[src/common/vchess_pkg.sv]
package vchess_pkg;

   localparam int AXI_ADDR_WIDTH = 16;
   localparam int AXI_DATA_WIDTH = 32;

   localparam int SQUARE_WIDTH = 6;  // Row * 8 + column
   localparam int MOVE_WIDTH = 2 * SQUARE_WIDTH;  // From in upper half, to in lower half

   localparam logic [1:0] RESP_OKAY = 2'b00;

   // Word addresses, byte address bits 15:2
   typedef enum logic [13:0] {
      REG_CTRL       = 14'd0,
      REG_MOVE_INDEX = 14'd1,
      REG_SQUARE     = 14'd2,
      REG_OCC_LO     = 14'd8,
      REG_OCC_HI     = 14'd9,
      REG_MOVE_COUNT = 14'd16,
      REG_MOVE       = 14'd17
   } reg_addr_e;

   typedef enum logic [1:0] {
      GEN_IDLE,
      GEN_SCAN,
      GEN_DONE
   } gen_state_e;

   // Knight offsets in scan order, (row, column)
   localparam logic signed [2:0] KNIGHT_DROW [8] = '{
      3'sd2, 3'sd1, -3'sd1, -3'sd2, -3'sd2, -3'sd1, 3'sd1, 3'sd2
   };
   localparam logic signed [2:0] KNIGHT_DCOL [8] = '{
      3'sd1, 3'sd2, 3'sd2, 3'sd1, -3'sd1, -3'sd2, -3'sd2, -3'sd1
   };

endpackage

[src/logic/axi4lite_write.sv]
`timescale 1ns/1ps

module axi4lite_write
   import vchess_pkg::*;
(
   input  logic                      clk,
   input  logic                      rst_n,
   input  logic [AXI_ADDR_WIDTH-1:0] awaddr,
   input  logic                      awvalid,
   input  logic [AXI_DATA_WIDTH-1:0] wdata,
   input  logic                      wvalid,
   input  logic                      bready,
   output logic                      awready,
   output logic                      wready,
   output logic                      bvalid,
   output logic [1:0]                bresp,
   output logic                      wr_valid,
   output logic [AXI_ADDR_WIDTH-1:0] wr_addr,
   output logic [AXI_DATA_WIDTH-1:0] wr_data
);

   logic aw_full;
   logic w_full;

   assign awready = !aw_full && !bvalid;
   assign wready  = !w_full && !bvalid;
   assign bresp   = RESP_OKAY;

   always_ff @(posedge clk or negedge rst_n)
   begin
      if (!rst_n)
      begin
         aw_full  <= 1'b0;
         w_full   <= 1'b0;
         wr_valid <= 1'b0;
         bvalid   <= 1'b0;
      end
      else
      begin
         wr_valid <= 1'b0;
         if (aw_full && w_full)
         begin
            aw_full  <= 1'b0;  // Both halves in, issue the write
            w_full   <= 1'b0;
            wr_valid <= 1'b1;
            bvalid   <= 1'b1;
         end
         else
         begin
            if (awvalid && awready)
               aw_full <= 1'b1;
            if (wvalid && wready)
               w_full <= 1'b1;
         end
         if (bvalid && bready)
            bvalid <= 1'b0;
      end
   end

   always_ff @(posedge clk)
   begin
      if (awvalid && awready)
         wr_addr <= awaddr;
      if (wvalid && wready)
         wr_data <= wdata;
   end

endmodule

[src/control/control.sv]
`timescale 1ns/1ps

module control
   import vchess_pkg::*;
#(
   parameter int MAX_POSITIONS = 8,
   parameter int COUNT_WIDTH = $clog2(MAX_POSITIONS + 1)
)
(
   input  logic                      clk,
   input  logic                      rst_n,
   input  logic [AXI_ADDR_WIDTH-1:0] awaddr,
   input  logic                      awvalid,
   output logic                      awready,
   input  logic [AXI_DATA_WIDTH-1:0] wdata,
   input  logic                      wvalid,
   output logic                      wready,
   output logic [1:0]                bresp,
   output logic                      bvalid,
   input  logic                      bready,
   input  logic [AXI_ADDR_WIDTH-1:0] araddr,
   input  logic                      arvalid,
   output logic                      arready,
   output logic [AXI_DATA_WIDTH-1:0] rdata,
   output logic [1:0]                rresp,
   output logic                      rvalid,
   input  logic                      rready,
   input  logic                      gen_idle,
   input  logic                      moves_ready,
   input  logic [COUNT_WIDTH-1:0]    move_count,
   input  logic [MOVE_WIDTH-1:0]     move_out,
   input  logic                      move_ready,
   output logic                      start,
   output logic [SQUARE_WIDTH-1:0]   square,
   output logic [63:0]               occupancy,
   output logic [COUNT_WIDTH-1:0]    move_index
);

   logic                      wr_valid;
   logic [AXI_ADDR_WIDTH-1:0] wr_addr;
   logic [AXI_DATA_WIDTH-1:0] wr_data;
   reg_addr_e                 wr_reg;
   reg_addr_e                 rd_reg;

   assign wr_reg  = reg_addr_e'(wr_addr[15:2]);
   assign rd_reg  = reg_addr_e'(araddr[15:2]);
   assign arready = 1'b1;
   assign rresp   = RESP_OKAY;

   axi4lite_write axi4lite_write_inst (
      .clk      (clk),
      .rst_n    (rst_n),
      .awaddr   (awaddr),
      .awvalid  (awvalid),
      .wdata    (wdata),
      .wvalid   (wvalid),
      .bready   (bready),
      .awready  (awready),
      .wready   (wready),
      .bvalid   (bvalid),
      .bresp    (bresp),
      .wr_valid (wr_valid),
      .wr_addr  (wr_addr),
      .wr_data  (wr_data)
   );

   always_ff @(posedge clk or negedge rst_n)
   begin
      if (!rst_n)
      begin
         start      <= 1'b0;
         square     <= '0;
         occupancy  <= '0;
         move_index <= '0;
      end
      else
      begin
         start <= 1'b0;  // Pulse only
         if (wr_valid)
         begin
            case (wr_reg)
               REG_CTRL:       start <= wr_data[0];
               REG_MOVE_INDEX: move_index <= wr_data[COUNT_WIDTH-1:0];
               REG_SQUARE:     square <= wr_data[SQUARE_WIDTH-1:0];
               REG_OCC_LO:     occupancy[31:0] <= wr_data;
               REG_OCC_HI:     occupancy[63:32] <= wr_data;
               default:        ;  // Read-only or unmapped
            endcase
         end
      end
   end

   always_ff @(posedge clk or negedge rst_n)
   begin
      if (!rst_n)
         rvalid <= 1'b0;
      else if (rvalid && rready)
         rvalid <= 1'b0;
      else if (arvalid)
         rvalid <= 1'b1;
   end

   // Data captured only when no response is pending
   always_ff @(posedge clk)
   begin
      if (arvalid && !rvalid)
      begin
         case (rd_reg)
            REG_CTRL:       rdata <= {30'd0, gen_idle, moves_ready};
            REG_MOVE_INDEX: rdata <= AXI_DATA_WIDTH'(move_index);
            REG_SQUARE:     rdata <= AXI_DATA_WIDTH'(square);
            REG_OCC_LO:     rdata <= occupancy[31:0];
            REG_OCC_HI:     rdata <= occupancy[63:32];
            REG_MOVE_COUNT: rdata <= AXI_DATA_WIDTH'(move_count);
            REG_MOVE:       rdata <= {move_ready, 19'd0, move_out};
            default:        rdata <= '0;
         endcase
      end
   end

endmodule

[src/logic/knight_move_gen.sv]
`timescale 1ns/1ps

module knight_move_gen
   import vchess_pkg::*;
#(
   parameter int MAX_POSITIONS = 8,
   parameter int COUNT_WIDTH = $clog2(MAX_POSITIONS + 1)
)
(
   input  logic                    clk,
   input  logic                    rst_n,
   input  logic                    start,
   input  logic [SQUARE_WIDTH-1:0] square,
   input  logic [63:0]             occupancy,
   output logic                    list_wr_en,
   output logic [MOVE_WIDTH-1:0]   list_wr_move,
   output logic                    gen_idle,
   output logic                    moves_ready
);

   gen_state_e              state;
   logic [2:0]              step;
   logic [COUNT_WIDTH-1:0]  kept;
   logic signed [4:0]       tgt_row;
   logic signed [4:0]       tgt_col;
   logic [SQUARE_WIDTH-1:0] tgt_square;
   logic                    on_board;
   logic                    keep;

   assign tgt_row    = $signed({2'b00, square[5:3]}) + KNIGHT_DROW[step];
   assign tgt_col    = $signed({2'b00, square[2:0]}) + KNIGHT_DCOL[step];
   assign on_board   = (tgt_row[4:3] == 2'b00) && (tgt_col[4:3] == 2'b00);  // 0 to 7
   assign tgt_square = {tgt_row[2:0], tgt_col[2:0]};
   assign keep       = on_board && !occupancy[tgt_square]
                       && (kept < COUNT_WIDTH'(MAX_POSITIONS));

   assign list_wr_en   = (state == GEN_SCAN) && keep;
   assign list_wr_move = {square, tgt_square};
   assign gen_idle     = (state != GEN_SCAN);
   assign moves_ready  = (state == GEN_DONE);

   always_ff @(posedge clk or negedge rst_n)
   begin
      if (!rst_n)
      begin
         state <= GEN_IDLE;
         step  <= '0;
         kept  <= '0;
      end
      else
      begin
         case (state)
            GEN_SCAN:
            begin
               if (keep)
                  kept <= kept + 1'b1;
               if (step == 3'd7)
                  state <= GEN_DONE;
               step <= step + 1'b1;  // Wraps back to 0
            end
            default:
            begin
               if (start)
               begin
                  state <= GEN_SCAN;
                  step  <= '0;
                  kept  <= '0;
               end
            end
         endcase
      end
   end

endmodule

[src/logic/move_list.sv]
`timescale 1ns/1ps

module move_list
   import vchess_pkg::*;
#(
   parameter int MAX_POSITIONS = 8,
   parameter int COUNT_WIDTH = $clog2(MAX_POSITIONS + 1)
)
(
   input  logic                   clk,
   input  logic                   rst_n,
   input  logic                   start,
   input  logic                   list_wr_en,
   input  logic [MOVE_WIDTH-1:0]  list_wr_move,
   input  logic                   moves_ready,
   input  logic [COUNT_WIDTH-1:0] move_index,
   output logic [COUNT_WIDTH-1:0] move_count,
   output logic [MOVE_WIDTH-1:0]  move_out,
   output logic                   move_ready
);

   localparam int IDX_WIDTH = $clog2(MAX_POSITIONS);

   logic [MOVE_WIDTH-1:0] mem [MAX_POSITIONS];
   logic                  full;
   logic                  index_ok;

   assign full     = (move_count == COUNT_WIDTH'(MAX_POSITIONS));
   assign index_ok = moves_ready && (move_index < move_count);

   // Write pointer doubles as the count
   always_ff @(posedge clk or negedge rst_n)
   begin
      if (!rst_n)
         move_count <= '0;
      else if (start)
         move_count <= '0;
      else if (list_wr_en && !full)
         move_count <= move_count + 1'b1;
   end

   always_ff @(posedge clk)
   begin
      if (list_wr_en && !full)
         mem[move_count[IDX_WIDTH-1:0]] <= list_wr_move;
   end

   always_ff @(posedge clk or negedge rst_n)
   begin
      if (!rst_n)
      begin
         move_out   <= '0;
         move_ready <= 1'b0;
      end
      else
      begin
         move_ready <= index_ok;
         move_out   <= index_ok ? mem[move_index[IDX_WIDTH-1:0]] : '0;  // Zero when out of range
      end
   end

endmodule

[src/logic/vchess_top.sv]
`timescale 1ns/1ps

module vchess_top
   import vchess_pkg::*;
#(
   parameter int MAX_POSITIONS = 8
)
(
   input  logic                      clk,
   input  logic                      rst_n,
   input  logic [AXI_ADDR_WIDTH-1:0] awaddr,
   input  logic                      awvalid,
   output logic                      awready,
   input  logic [AXI_DATA_WIDTH-1:0] wdata,
   input  logic                      wvalid,
   output logic                      wready,
   output logic [1:0]                bresp,
   output logic                      bvalid,
   input  logic                      bready,
   input  logic [AXI_ADDR_WIDTH-1:0] araddr,
   input  logic                      arvalid,
   output logic                      arready,
   output logic [AXI_DATA_WIDTH-1:0] rdata,
   output logic [1:0]                rresp,
   output logic                      rvalid,
   input  logic                      rready
);

   localparam int COUNT_WIDTH = $clog2(MAX_POSITIONS + 1);

   logic                    start;
   logic [SQUARE_WIDTH-1:0] square;
   logic [63:0]             occupancy;
   logic [COUNT_WIDTH-1:0]  move_index;
   logic [COUNT_WIDTH-1:0]  move_count;
   logic [MOVE_WIDTH-1:0]   move_out;
   logic                    move_ready;
   logic                    list_wr_en;
   logic [MOVE_WIDTH-1:0]   list_wr_move;
   logic                    gen_idle;
   logic                    moves_ready;

   control #(
      .MAX_POSITIONS (MAX_POSITIONS)
   ) control_inst (
      .clk         (clk),
      .rst_n       (rst_n),
      .awaddr      (awaddr),
      .awvalid     (awvalid),
      .awready     (awready),
      .wdata       (wdata),
      .wvalid      (wvalid),
      .wready      (wready),
      .bresp       (bresp),
      .bvalid      (bvalid),
      .bready      (bready),
      .araddr      (araddr),
      .arvalid     (arvalid),
      .arready     (arready),
      .rdata       (rdata),
      .rresp       (rresp),
      .rvalid      (rvalid),
      .rready      (rready),
      .gen_idle    (gen_idle),
      .moves_ready (moves_ready),
      .move_count  (move_count),
      .move_out    (move_out),
      .move_ready  (move_ready),
      .start       (start),
      .square      (square),
      .occupancy   (occupancy),
      .move_index  (move_index)
   );

   knight_move_gen #(
      .MAX_POSITIONS (MAX_POSITIONS)
   ) knight_move_gen_inst (
      .clk          (clk),
      .rst_n        (rst_n),
      .start        (start),
      .square       (square),
      .occupancy    (occupancy),
      .list_wr_en   (list_wr_en),
      .list_wr_move (list_wr_move),
      .gen_idle     (gen_idle),
      .moves_ready  (moves_ready)
   );

   move_list #(
      .MAX_POSITIONS (MAX_POSITIONS)
   ) move_list_inst (
      .clk          (clk),
      .rst_n        (rst_n),
      .start        (start),
      .list_wr_en   (list_wr_en),
      .list_wr_move (list_wr_move),
      .moves_ready  (moves_ready),
      .move_index   (move_index),
      .move_count   (move_count),
      .move_out     (move_out),
      .move_ready   (move_ready)
   );

endmodule

[config.mk]
export PLATFORM = sky130hd
export DESIGN_NAME = vchess_top
export DESIGN_NICKNAME = d
export VERILOG_FILES = /design/src/common/vchess_pkg.sv /design/src/logic/axi4lite_write.sv /design/src/control/control.sv /design/src/logic/knight_move_gen.sv /design/src/logic/move_list.sv /design/src/logic/vchess_top.sv
export SDC_FILE = /design/constraint.sdc
export NUM_CORES = 1
export LEC_CHECK = 0
export BUFFER_PORTS_ARGS = -buffer_cell sky130_fd_sc_hd__buf_4
export CORE_MARGIN = 4
export CORE_UTILIZATION = 60
export CTS_CLUSTER_SIZE = 40
export DETAILED_ROUTE_END_ITERATION = 8
export PLACE_DENSITY = 0.81
export RECOVER_POWER = 100
export SETUP_SLACK_MARGIN = 0.2
export SKIP_CTS_REPAIR_TIMING = 1
export SYNTH_ARGS = -nofsm -noshare
export SYNTH_HDL_FRONTEND = slang
export SYNTH_SLANG_ARGS = --single-unit
[constraint.sdc]
create_clock -name clk -period 15.5 [get_ports clk]
set_input_delay 4.65 -clock clk [delete_from_list [all_inputs] [get_ports clk]]
set_output_delay 4.65 -clock clk [all_outputs]
set_load 0.005 [all_outputs]
==> metrics.csv, run 1 <==
stage,metric,value,unit
power,maximum VDD drop,0.000124,V
critical_path,WP data required,15.52,ns
timing,worst slew pin tran,3.18,ns
timing,post-route setup slack,6.53,ns
synthesis,post-synth top area cell,edfxtp_1,
synthesis,Syn. warnings,0,
floorplanning,Initial Util,0.610,
timing,fin. max-slew vios,281,
critical_path,"CP delay by family, top",buffers and inverters,
floorplanning,Die ar.,0.0221,mm²
critical_path,Crit path arrival time,8.99,ns
critical_path,reg2reg setup slack,8.41,ns
timing,Slew HR,-1.14,
power,Tot Pwr,0.00166,W
critical_path,Crit path top cell by count,clkbuf_1,
global_route,global-route wire length before repair,41.5,mm
final_layout,nets,942,
clocking,CTS Buf Count,29,
critical_path,CP max FO,54,
final_layout,"Area growth, synth to finish",16.4,%
clocking,worst-skew pair later-pin latency,0.55,ns
timing,Setup TNS Final,0,ns
synthesis,synth cell count leaders,"edfxtp_1, dfrtp_1, mux2_1",
synthesis,"Async S/R FF share, synth",0.379,
final_layout,post-route insts no fill,1139,
route,DR pass1 iterations,8,
synthesis,sequential area share after synthesis,0.664,
clocking,Sink Count,280,
power,PD cells,120,mW/mm²
timing,RSZ-0062 raised after global routing,false,
timing,Clock Skews,0.0244,ns
critical_path,worst path cell trace,"clkbuf_1, clkbuf_1",
global_route,GRT Residual Overflow,0,
global_route,number of global-route vias before repair,7425,
synthesis,most frequent cell after synthesis,edfxtp_1,
synthesis,Mean Syn Cell Area,16.0,µm²
timing,f_max,111,MHz
synthesis,"Distinct cells, synth",62,
floorplanning,I/O pins,112,
clocking,CTS tree,yes,
route,Antenna Nets Post-Route,0,
final_layout,ant diodes,0,
place,Post-Place Cell Area,0.0130,mm²
route,WL/cell,23.0,µm
critical_path,Worst path slowest cell,clkbuf_1,
global_route,antenna violations before repair,0,
synthesis,"FF+latch count, synth",280,
place,IO Port Bufs,102,
place,placed cell count,1085,
critical_path,crit start category,primary input,
global_route,GRT Total Usage,0.243,
clocking,H-tree depth,1,
timing,Final Hold Vio Count,0,
route,final WL,26.2,mm
synthesis,Mapped Area,0.0119,mm²
route,# DRC,0,
critical_path,Worst path max stage delay,2.16,ns
route,initial drt markers,476,
timing,min Tclk post-route,8.97,ns
place,routability cong.,0.831,
job,Max-cap violations,9,
final_layout,layout cells sized above 1,0.222,
synthesis,Post-Synthesis Cells,744,
synthesis,Synth area leaders,"edfxtp_1, dfrtp_1, mux2_1",
floorplanning,Die H,149,µm
clocking,Root Buffer,clkbuf_16,
critical_path,critical path class,in2async,
route,vias per cell,6.07,
route,routed vias,6909,
place,dpl ws,8.44,ns
outcome,violated checks,"max-capacitance violations, max-slew violations",
global_route,largest net degree at the start of global routing,55,
synthesis,Post-synth EDFFs,174,
min_path,worst hold path type,reg2reg,
critical_path,endpoint class of the critical path,async pin,
clocking,Clock transition at path regs,0.06,ns
floorplanning,Die Wd,149,µm
synthesis,predominant post-synthesis flop cell,edfxtp_1,
clocking,clock buffer depth,3,
floorplanning,FP Rows,51,
critical_path,crit path buf inv count,2,
place,Final HPWL DP,16.8,mm
synthesis,Synth top area share,0.440,
timing,final worst-path cycle share,0.579,
power,Leakage,5.86,nW
outcome,status,"finished, violations left",
final_layout,final instance area,0.0138,mm²
timing,Finish-stage setup viols,0,
floorplanning,core area,0.0195,mm²
==> cell type report <==
class	instances	area, µm²
Inverter	29	109
Multi-Input combinational cell	396	3710
Sequential cell	280	7880
Fill cell	1212	5640
Clock buffer	38	810
Tap cell	265	332
Clock inverter	16	191
Timing Repair Buffer	115	796
==> worst paths after layout <==
kind | start | end | depth (start not counted)
min in group asynchronous | rst_n | control_inst.axi4lite_write_inst.bvalid$_DFFE_PN0P_ | 1
max in group clk | knight_move_gen_inst.step[0]$_DFFE_PN0P_ | move_list_inst.mem[5][5]$_DFFE_PP_ | 14
hold / removal | control_inst.axi4lite_write_inst.wr_addr[3]$_DFFE_PP_ | control_inst.start$_DFF_PN0_ | 1
setup / recovery | rst_n | control_inst.move_index[2]$_DFFE_PN0P_ | 2
hold reg to reg | control_inst.axi4lite_write_inst.wr_addr[3]$_DFFE_PP_ | control_inst.start$_DFF_PN0_ | 1
setup reg to reg | knight_move_gen_inst.step[0]$_DFFE_PN0P_ | move_list_inst.mem[5][5]$_DFFE_PP_ | 14
==> report_power, final <==
group	total (W)	switching, W	internal [W]
Clock	0.000720	0.000285	0.000435
Combinational	0.0000788	0.0000472	0.0000316
Sequential	0.000861	0.0000218	0.000839
==> placed cells by master, fill, tap and decap left out, types with 3 or more instances in the layout <==
master,count
nor2b_1,4
a21oi_1,8
clkinv_1,3
nand3_1,4
mux2_1,71
inv_1,25
nor3_1,8
clkbuf_4,81
o21ai_0,18
mux4_1,4
nor4_1,10
clkbuf_16,29
dfrtp_1,106
o31ai_1,3
buf_4,16
or4b_1,4
and3_1,3
conb_1,5
bufinv_16,4
nand2b_1,5
inv_2,3
a221o_1,5
edfxtp_1,174
clkbuf_1,22
mux2_2,8
nand4_1,4
clkbuf_8,5
a21o_1,3
ha_1,18
mux4_2,33
clkinv_2,7
o22ai_1,5
nor2_1,52
nand2_1,28
mux2i_1,53
==> per-layer routing <==
| layer | up-vias | global-route usage | part of all wire |
|---|---|---|---|
| met2 | 300 | 0.402 | 0.50 |
| met3 | 61 | 0.0545 | 0.080 |
| li1 | 3020 | - | - |
| met5 | - | 0 | 0 |
| met1 | 3528 | 0.327 | 0.40 |
| met4 | 0 | 0.0794 | 0.029 |
==> metrics by stage <==
stage                      util  hold WS [ns]
after floorplan               -         0.435
after global placement    0.665         0.447
after detailed placement  0.665         0.454
after CTS                 0.717         0.460
after global routing      0.710         0.480
final                     0.710         0.465
==> registers in the layout, summed over array words and instances, names as in the netlist <==
signal                                     cells
move_list_inst.mem                            96
control_inst.axi4lite_write_inst.wr_valid      1
control_inst.axi4lite_write_inst.wr_data      32
control_inst.square                            6
control_inst.axi4lite_write_inst.bvalid        1
knight_move_gen_inst.state                     2
control_inst.rvalid                            1
control_inst.axi4lite_write_inst.w_full        1
control_inst.occupancy                        64
move_list_inst.move_ready                      1
knight_move_gen_inst.kept                      4
knight_move_gen_inst.step                      3
control_inst.move_index                        4
move_list_inst.move_out                       12
control_inst.axi4lite_write_inst.wr_addr      14
control_inst.axi4lite_write_inst.aw_full       1
control_inst.start                             1
control_inst.rdata                            32
move_list_inst.move_count                      4
==> logic make-up after synthesis <==
kind of cell	Yosys count	synth area share
flip-flops	280	0.664
multiplexers	169	0.191
AND/OR/NAND/NOR	137	0.0567
buffers and inverters	71	0.0247
AO/OA/AOI/OAI	62	0.0387
adder cells (fa/ha/maj)	20	0.0223
XOR/XNOR	3	0.00221
other	2	0.000633
Note: power is estimated with default switching activity, not from simulation.
==> run 2, diff against run 1 <==
--- a/config.mk
+++ b/config.mk
@@ -7,10 +7,10 @@
 export LEC_CHECK = 0
 export BUFFER_PORTS_ARGS = -buffer_cell sky130_fd_sc_hd__buf_4
 export CORE_MARGIN = 4
-export CORE_UTILIZATION = 60
+export CORE_UTILIZATION = 59
 export CTS_CLUSTER_SIZE = 40
 export DETAILED_ROUTE_END_ITERATION = 8
-export PLACE_DENSITY = 0.81
+export PLACE_DENSITY = 0.79
 export RECOVER_POWER = 100
 export SETUP_SLACK_MARGIN = 0.2
 export SKIP_CTS_REPAIR_TIMING = 1
==> constraint.sdc (replaced) <==
create_clock -name clk -period 9.2 [get_ports clk]
set_input_delay 2.76 -clock clk [delete_from_list [all_inputs] [get_ports clk]]
set_output_delay 2.76 -clock clk [all_outputs]
set_load 0.005 [all_outputs]
==> run 2 against run 1 <==
  * The run still ends with max-capacitance violations, max-slew violations left
  * Worst setup slack got worse by 4.3 ns
  * First-iteration DRC count up 14%
  * Sequential share of layout area shrank 0.36 points
==> metrics.csv, run 2 (synthesized netlist as in run 1, its figures left out) <==
stage,metric,value,unit,change
clocking,clock buffer depth,3,,unchanged
timing,Slew HR,-1.04,,was -1.14
clocking,CTS Buf Count,28,,was 29
global_route,number of global-route vias before repair,7330,,"was 7,425"
global_route,GRT Total Usage,0.233,,was 0.243
critical_path,"CP delay by family, top",simple AND/OR/NAND/NOR gates,,was buffers and inverters
power,Flop pwr share,0.506,,was 0.519
final_layout,ant diodes,0,,unchanged
global_route,antenna violations before repair,0,,unchanged
timing,Final Hold Vio Count,0,,unchanged
min_path,Worst Hold Launch,control_inst.axi4lite_write_inst.wr_addr[3]$_DFFE_PP_,,unchanged
floorplanning,I/O pins,112,,unchanged
route,WL/cell,22.3,µm,was 23.0 µm
final_layout,final instance area,0.0139,mm²,was 0.0138 mm²
clocking,worst-skew pair later-pin latency,0.53,ns,was 0.55 ns
clocking,CTS tree,yes,,unchanged
clocking,H-tree depth,1,,unchanged
timing,Setup TNS Final,0,ns,unchanged
critical_path,crit path buf inv count,4,,was 2
floorplanning,Initial Util,0.604,,was 0.610
final_layout,"commonest non-fill, non-tap cell in the layout",edfxtp_1,,unchanged
critical_path,worst r2r src,knight_move_gen_inst.step[0]$_DFFE_PN0P_,,unchanged
route,initial drt markers,544,,was 476
power,combinational share of power,0.047,,about the same
global_route,global-route wire length before repair,40.3,mm,was 41.5 mm
final_layout,nets,942,,unchanged
timing,worst slew pin tran,3.06,ns,was 3.18 ns
route,final WL,25.4,mm,was 26.2 mm
power,maximum VDD drop,0.000175,V,was 0.000124 V
critical_path,WP data required,9.28,ns,was 15.52 ns
critical_path,reg2reg setup slack,2.27,ns,was 8.41 ns
min_path,worst hold path type,reg2reg,,unchanged
critical_path,worst r2r dst,move_list_inst.mem[6][9]$_DFFE_PP_,,was move_list_inst.mem[5][5]$_DFFE_PP_
min_path,worst hold path endpoint,control_inst.start$_DFF_PN0_,,unchanged
outcome,status,"finished, violations left",,unchanged
power,Sw Share,0.206,,was 0.213
route,vias per cell,6.04,,was 6.07
final_layout,Largest register FFs,96,,unchanged
critical_path,Crit path top cell by count,inv_1,,was clkbuf_1
min_path,WHS Path Cells,1,,unchanged
clocking,Clock transition at path regs,0.06,ns,about the same
timing,final worst-path cycle share,0.753,,
global_route,largest net degree at the start of global routing,70,,was 55
final_layout,"Area growth, synth to finish",17.2,%,was 16.4%
timing,fin. max-slew vios,218,,was 281
route,routed vias,6869,,"was 6,909"
route,DR pass1 iterations,5,,was 8
floorplanning,Die Wd,150,µm,was 149 µm
timing,min Tclk post-route,6.93,ns,
route,# DRC,0,,unchanged
place,Final HPWL DP,16.6,mm,was 16.8 mm
final_layout,layout cells sized above 1,0.226,,was 0.222
timing,Finish-stage setup viols,0,,unchanged
critical_path,Reg2Reg Depth,14,,unchanged
job,Max-cap violations,7,,was 9
critical_path,endpoint class of the critical path,flip-flop,,was async pin
power,clock share of power,0.447,,was 0.434
timing,RSZ-0062 raised after global routing,false,,unchanged
floorplanning,Die H,150,µm,was 149 µm
power,PD cells,206,mW/mm²,was 120 mW/mm²
power,Sw Pwr,0.000590,W,was 0.000354 W
global_route,GRT Residual Overflow,0,,unchanged
clocking,Root Buffer,clkbuf_16,,unchanged
timing,Clock Skews,0.0144,ns,was 0.0244 ns
place,dpl ws,4.08,ns,was 8.44 ns
outcome,violated checks,"max-capacitance violations, max-slew violations",,unchanged
timing,f_max,144,MHz,
critical_path,crit start category,flip-flop,,was primary input
critical_path,Crit path arrival time,7.01,ns,was 8.99 ns
clocking,Sink Count,280,,unchanged
critical_path,critical path class,reg2reg,,was in2async
place,IO Port Bufs,102,,unchanged
place,Post-Place Cell Area,0.0130,mm²,about the same
floorplanning,core area,0.0197,mm²,was 0.0195 mm²
final_layout,Final Util,0.708,,was 0.710
final_layout,most frequent cells in the layout,"edfxtp_1, dfrtp_1, clkbuf_4",,unchanged
critical_path,Worst path max stage delay,2.25,ns,was 2.16 ns
timing,post-route setup slack,2.27,ns,was 6.53 ns
critical_path,worst path cell trace,"inv_1, ha_1, ha_1, inv_1, fa_1, xnor2_1, clkbuf_1, inv_1, mux4_1, a22oi_1, o211a_1, or2_2, nand2_1, nor4_1",,"was clkbuf_1, clkbuf_1"
route,Antenna Nets Post-Route,0,,unchanged
floorplanning,Die ar.,0.0225,mm²,was 0.0221 mm²
power,Int Pwr,0.00227,W,was 0.00131 W
critical_path,Worst path slowest cell,nor4_1,,was clkbuf_1
critical_path,CP max FO,16,,was 54
power,Leakage,5.87,nW,was 5.86 nW
floorplanning,FP Rows,51,,unchanged
place,routability cong.,0.850,,was 0.831
==> run 2: layout make-up <==
| type | count | area, µm² |
|---|---|---|
| clock inverter | 20 | 312 |
| inverter | 29 | 109 |
| timing repair buffer | 116 | 792 |
| clock buffer | 32 | 747 |
| tap | 265 | 332 |
| sequential | 280 | 7880 |
| multi-input combinational | 396 | 3740 |
| fill | 1254 | 5740 |
==> run 2: worst max path at each step <==
stage	startpoint	to	slack, ns	cells after the start
after detailed placement	knight_move_gen_inst.step[0]$_DFFE_PN0P_	move_list_inst.mem[6][7]$_DFFE_PP_	4.08	12
final	knight_move_gen_inst.step[0]$_DFFE_PN0P_	move_list_inst.mem[6][9]$_DFFE_PP_	2.27	14
after floorplan	knight_move_gen_inst.step[0]$_DFFE_PN0P_	move_list_inst.mem[0][0]$_DFFE_PP_	4.26	14
after CTS	knight_move_gen_inst.step[0]$_DFFE_PN0P_	move_list_inst.mem[5][6]$_DFFE_PP_	4.00	12
after global placement	knight_move_gen_inst.step[0]$_DFFE_PN0P_	move_list_inst.mem[6][7]$_DFFE_PP_	4.18	12
after global routing	knight_move_gen_inst.step[0]$_DFFE_PN0P_	move_list_inst.mem[6][10]$_DFFE_PP_	1.89	14
==> run 2: stage by stage <==
step / hold slack (ns) / instances / power (W)
floorplan: 0.435 / 747 / 0.00152
finish: 0.464 / 1138 / 0.00286
CTS: 0.464 / 1138 / 0.00289
detailed placement: 0.455 / 1086 / 0.00162
global placement: 0.450 / 1086 / 0.00160
global route: 0.499 / 1138 / 0.00296
==> run 2: power groups by stage <==
stage | clock (W) | sequential, W | combinational (W)
after global routing | 0.00135 | 0.00146 | 0.000148
after detailed placement | 0 | 0.00147 | 0.000143
after global placement | 0 | 0.00147 | 0.000135
final | 0.00128 | 0.00145 | 0.000135
after CTS | 0.00130 | 0.00145 | 0.000144
after floorplan | 0 | 0.00146 | 0.0000622
==> run 2: per-layer routing <==
| metal | GRT usage | wire length [µm] | up-vias |
|---|---|---|---|
| li1 | - | - | 3031 |
| met1 | 0.324 | 10200 | 3480 |
| met2 | 0.384 | 12600 | 310 |
| met3 | 0.0421 | 2020 | 48 |
| met4 | 0.0622 | 514 | 0 |
| met5 | 0 | 0 | - |
==> run 3, diff against run 2 <==
--- a/config.mk
+++ b/config.mk
@@ -7,10 +7,10 @@
 export LEC_CHECK = 0
 export BUFFER_PORTS_ARGS = -buffer_cell sky130_fd_sc_hd__buf_4
 export CORE_MARGIN = 4
-export CORE_UTILIZATION = 59
+export CORE_UTILIZATION = 53
 export CTS_CLUSTER_SIZE = 40
 export DETAILED_ROUTE_END_ITERATION = 8
-export PLACE_DENSITY = 0.79
+export PLACE_DENSITY = 0.75
 export RECOVER_POWER = 100
 export SETUP_SLACK_MARGIN = 0.2
 export SKIP_CTS_REPAIR_TIMING = 1
==> constraint.sdc (replaced) <==
create_clock -name clk -period 5.89 [get_ports clk]
set_input_delay 1.767 -clock clk [delete_from_list [all_inputs] [get_ports clk]]
set_output_delay 1.767 -clock clk [all_outputs]
set_load 0.005 [all_outputs]
==> run 3 against run 2 <==
  * The run still ends with max-capacitance violations, max-slew violations left
  * Sequential power rose by 56%
  * Global-route usage decreased by 1.8 points
  * Clock skew grew 0.015 ns
==> metrics.csv, run 3 (synthesized netlist as in run 1, its figures left out) <==
stage,metric,value,unit,change
clocking,CTS tree,yes,,unchanged
job,Max-cap violations,6,,was 7
power,PD cells,309,mW/mm²,was 206 mW/mm²
place,Post-Place Cell Area,0.0130,mm²,about the same
timing,Slew HR,-1.06,,was -1.04
clocking,Root Buffer,clkbuf_16,,unchanged
critical_path,critical path class,reg2reg,,unchanged
place,placed cell count,1107,,"was 1,086"
global_route,antenna violations before repair,0,,unchanged
floorplanning,core area,0.0220,mm²,was 0.0197 mm²
timing,min Tclk post-route,5.32,ns,was 6.93 ns
outcome,status,"finished, violations left",,unchanged
route,Antenna Nets Post-Route,0,,unchanged
global_route,number of global-route vias before repair,7346,,"was 7,330"
clocking,Sink Count,280,,unchanged
final_layout,final instance area,0.0138,mm²,was 0.0139 mm²
route,WL/cell,22.2,µm,was 22.3 µm
clocking,Clock transition at path regs,0.06,ns,about the same
floorplanning,I/O pins,112,,unchanged
timing,Finish-stage setup viols,0,,unchanged
min_path,worst hold path type,reg2reg,,unchanged
global_route,GRT Total Usage,0.214,,was 0.233
critical_path,crit start category,flip-flop,,unchanged
final_layout,ant diodes,0,,unchanged
route,vias per cell,5.90,,was 6.04
route,# DRC,0,,unchanged
floorplanning,Initial Util,0.541,,was 0.604
timing,RSZ-0062 raised after global routing,false,,unchanged
timing,final worst-path cycle share,0.903,,was 0.753
clocking,clock buffer depth,3,,unchanged
critical_path,CP max FO,16,,unchanged
floorplanning,Die Wd,158,µm,was 150 µm
outcome,violated checks,"max-capacitance violations, max-slew violations",,unchanged
clocking,worst-skew pair later-pin latency,0.55,ns,was 0.53 ns
critical_path,WP data required,6.05,ns,was 9.28 ns
route,final WL,25.8,mm,was 25.4 mm
power,Leakage,5.85,nW,was 5.87 nW
place,Final HPWL DP,17.2,mm,was 16.6 mm
floorplanning,FP Rows,54,,was 51
timing,worst hold slack,0.460,ns,was 0.464 ns
route,initial drt markers,409,,was 544
timing,Final Hold Vio Count,0,,unchanged
power,maximum VDD drop,0.000273,V,was 0.000175 V
floorplanning,Die ar.,0.0249,mm²,was 0.0225 mm²
place,IO Port Bufs,102,,unchanged
timing,Clock Skews,0.0290,ns,was 0.0144 ns
global_route,largest net degree at the start of global routing,55,,was 70
place,routability cong.,0.835,,was 0.850
clocking,H-tree depth,1,,unchanged
global_route,global-route wire length before repair,41.0,mm,was 40.3 mm
global_route,GRT Residual Overflow,0,,unchanged
floorplanning,Die H,158,µm,was 150 µm
critical_path,reg2reg setup slack,0.57,ns,was 2.27 ns
timing,Setup TNS Final,0,ns,unchanged
final_layout,post-route insts no fill,1161,,"was 1,138"
route,routed vias,6848,,"was 6,869"
final_layout,"commonest non-fill, non-tap cell in the layout",edfxtp_1,,unchanged
final_layout,layout cells sized above 1,0.226,,about the same
clocking,CTS Buf Count,29,,was 28
final_layout,nets,949,,was 942
critical_path,Crit path arrival time,5.48,ns,was 7.01 ns
final_layout,"Area growth, synth to finish",16.7,%,was 17.2%
final_layout,Largest register FFs,96,,unchanged
critical_path,endpoint class of the critical path,flip-flop,,unchanged
final_layout,most frequent cells in the layout,"edfxtp_1, dfrtp_1, clkbuf_4",,unchanged
timing,fin. max-slew vios,218,,unchanged
route,DR pass1 iterations,7,,was 5
timing,f_max,188,MHz,was 144 MHz
timing,worst slew pin tran,3.08,ns,was 3.06 ns
## run 3: final cells by class
| class | instances | area, µm² |
|---|---|---|
| sequential | 280 | 7880 |
| inverter | 29 | 109 |
| fill | 1575 | 8110 |
| clock inverter | 15 | 140 |
| multi-input combinational | 396 | 3710 |
| clock buffer | 39 | 833 |
| tap | 280 | 350 |
| timing repair buffer | 122 | 827 |
## run 3: worst max-delay path, stage by stage, from the launching register on
cell and delay (ns):
dfrtp_1 0.38, inv_1 0.07, ha_1 0.35, ha_1 0.19
inv_1 0.06, fa_1 0.43, xnor2_1 0.63, buf_4 0.29
inv_2 0.17, mux4_1 0.30, a22oi_1 0.23, o211a_1 0.24
or2_2 0.14, nand2_1 0.24, nor3_1 0.72, clkbuf_1 0.47
## run 3: worst paths after layout
path / startpoint / depth (start not counted) / to
setup / recovery: knight_move_gen_inst.step[0]$_DFFE_PN0P_ / 15 / move_list_inst.mem[2][10]$_DFFE_PP_
setup reg to reg: knight_move_gen_inst.step[0]$_DFFE_PN0P_ / 15 / move_list_inst.mem[2][10]$_DFFE_PP_
min in group asynchronous: rst_n / 1 / control_inst.axi4lite_write_inst.aw_full$_DFFE_PN0P_
max in group asynchronous: rst_n / 2 / move_list_inst.move_count[3]$_DFFE_PN0P_
hold reg to reg: control_inst.axi4lite_write_inst.wr_addr[3]$_DFFE_PP_ / 1 / control_inst.start$_DFF_PN0_
hold / removal: control_inst.axi4lite_write_inst.wr_addr[3]$_DFFE_PP_ / 1 / control_inst.start$_DFF_PN0_
## run 3: power breakdown
part / internal, W / switching, W
sequential: 0.00221 / 0.0000550
clock: 0.00108 / 0.000731
combinational: 0.0000829 / 0.000121
## run 3: metal layers
layer,GRT usage,vias up,share of wire
li1,-,3046,-
met1,0.299,3527,0.42
met2,0.355,242,0.49
met3,0.0407,33,0.068
met4,0.0488,0,0.016
met5,0,-,0
## run 3: metrics by stage
stage / util / power, W / setup slack, ns
5_1_grt: 0.631 / 0.00444 / 0.222
6_report: 0.631 / 0.00428 / 0.573
2_1_floorplan: - / 0.00238 / 0.948
4_1_cts: 0.636 / 0.00433 / 0.688
3_5_place_dp: 0.592 / 0.00252 / 0.717
3_3_place_gp: 0.592 / 0.00250 / 0.908
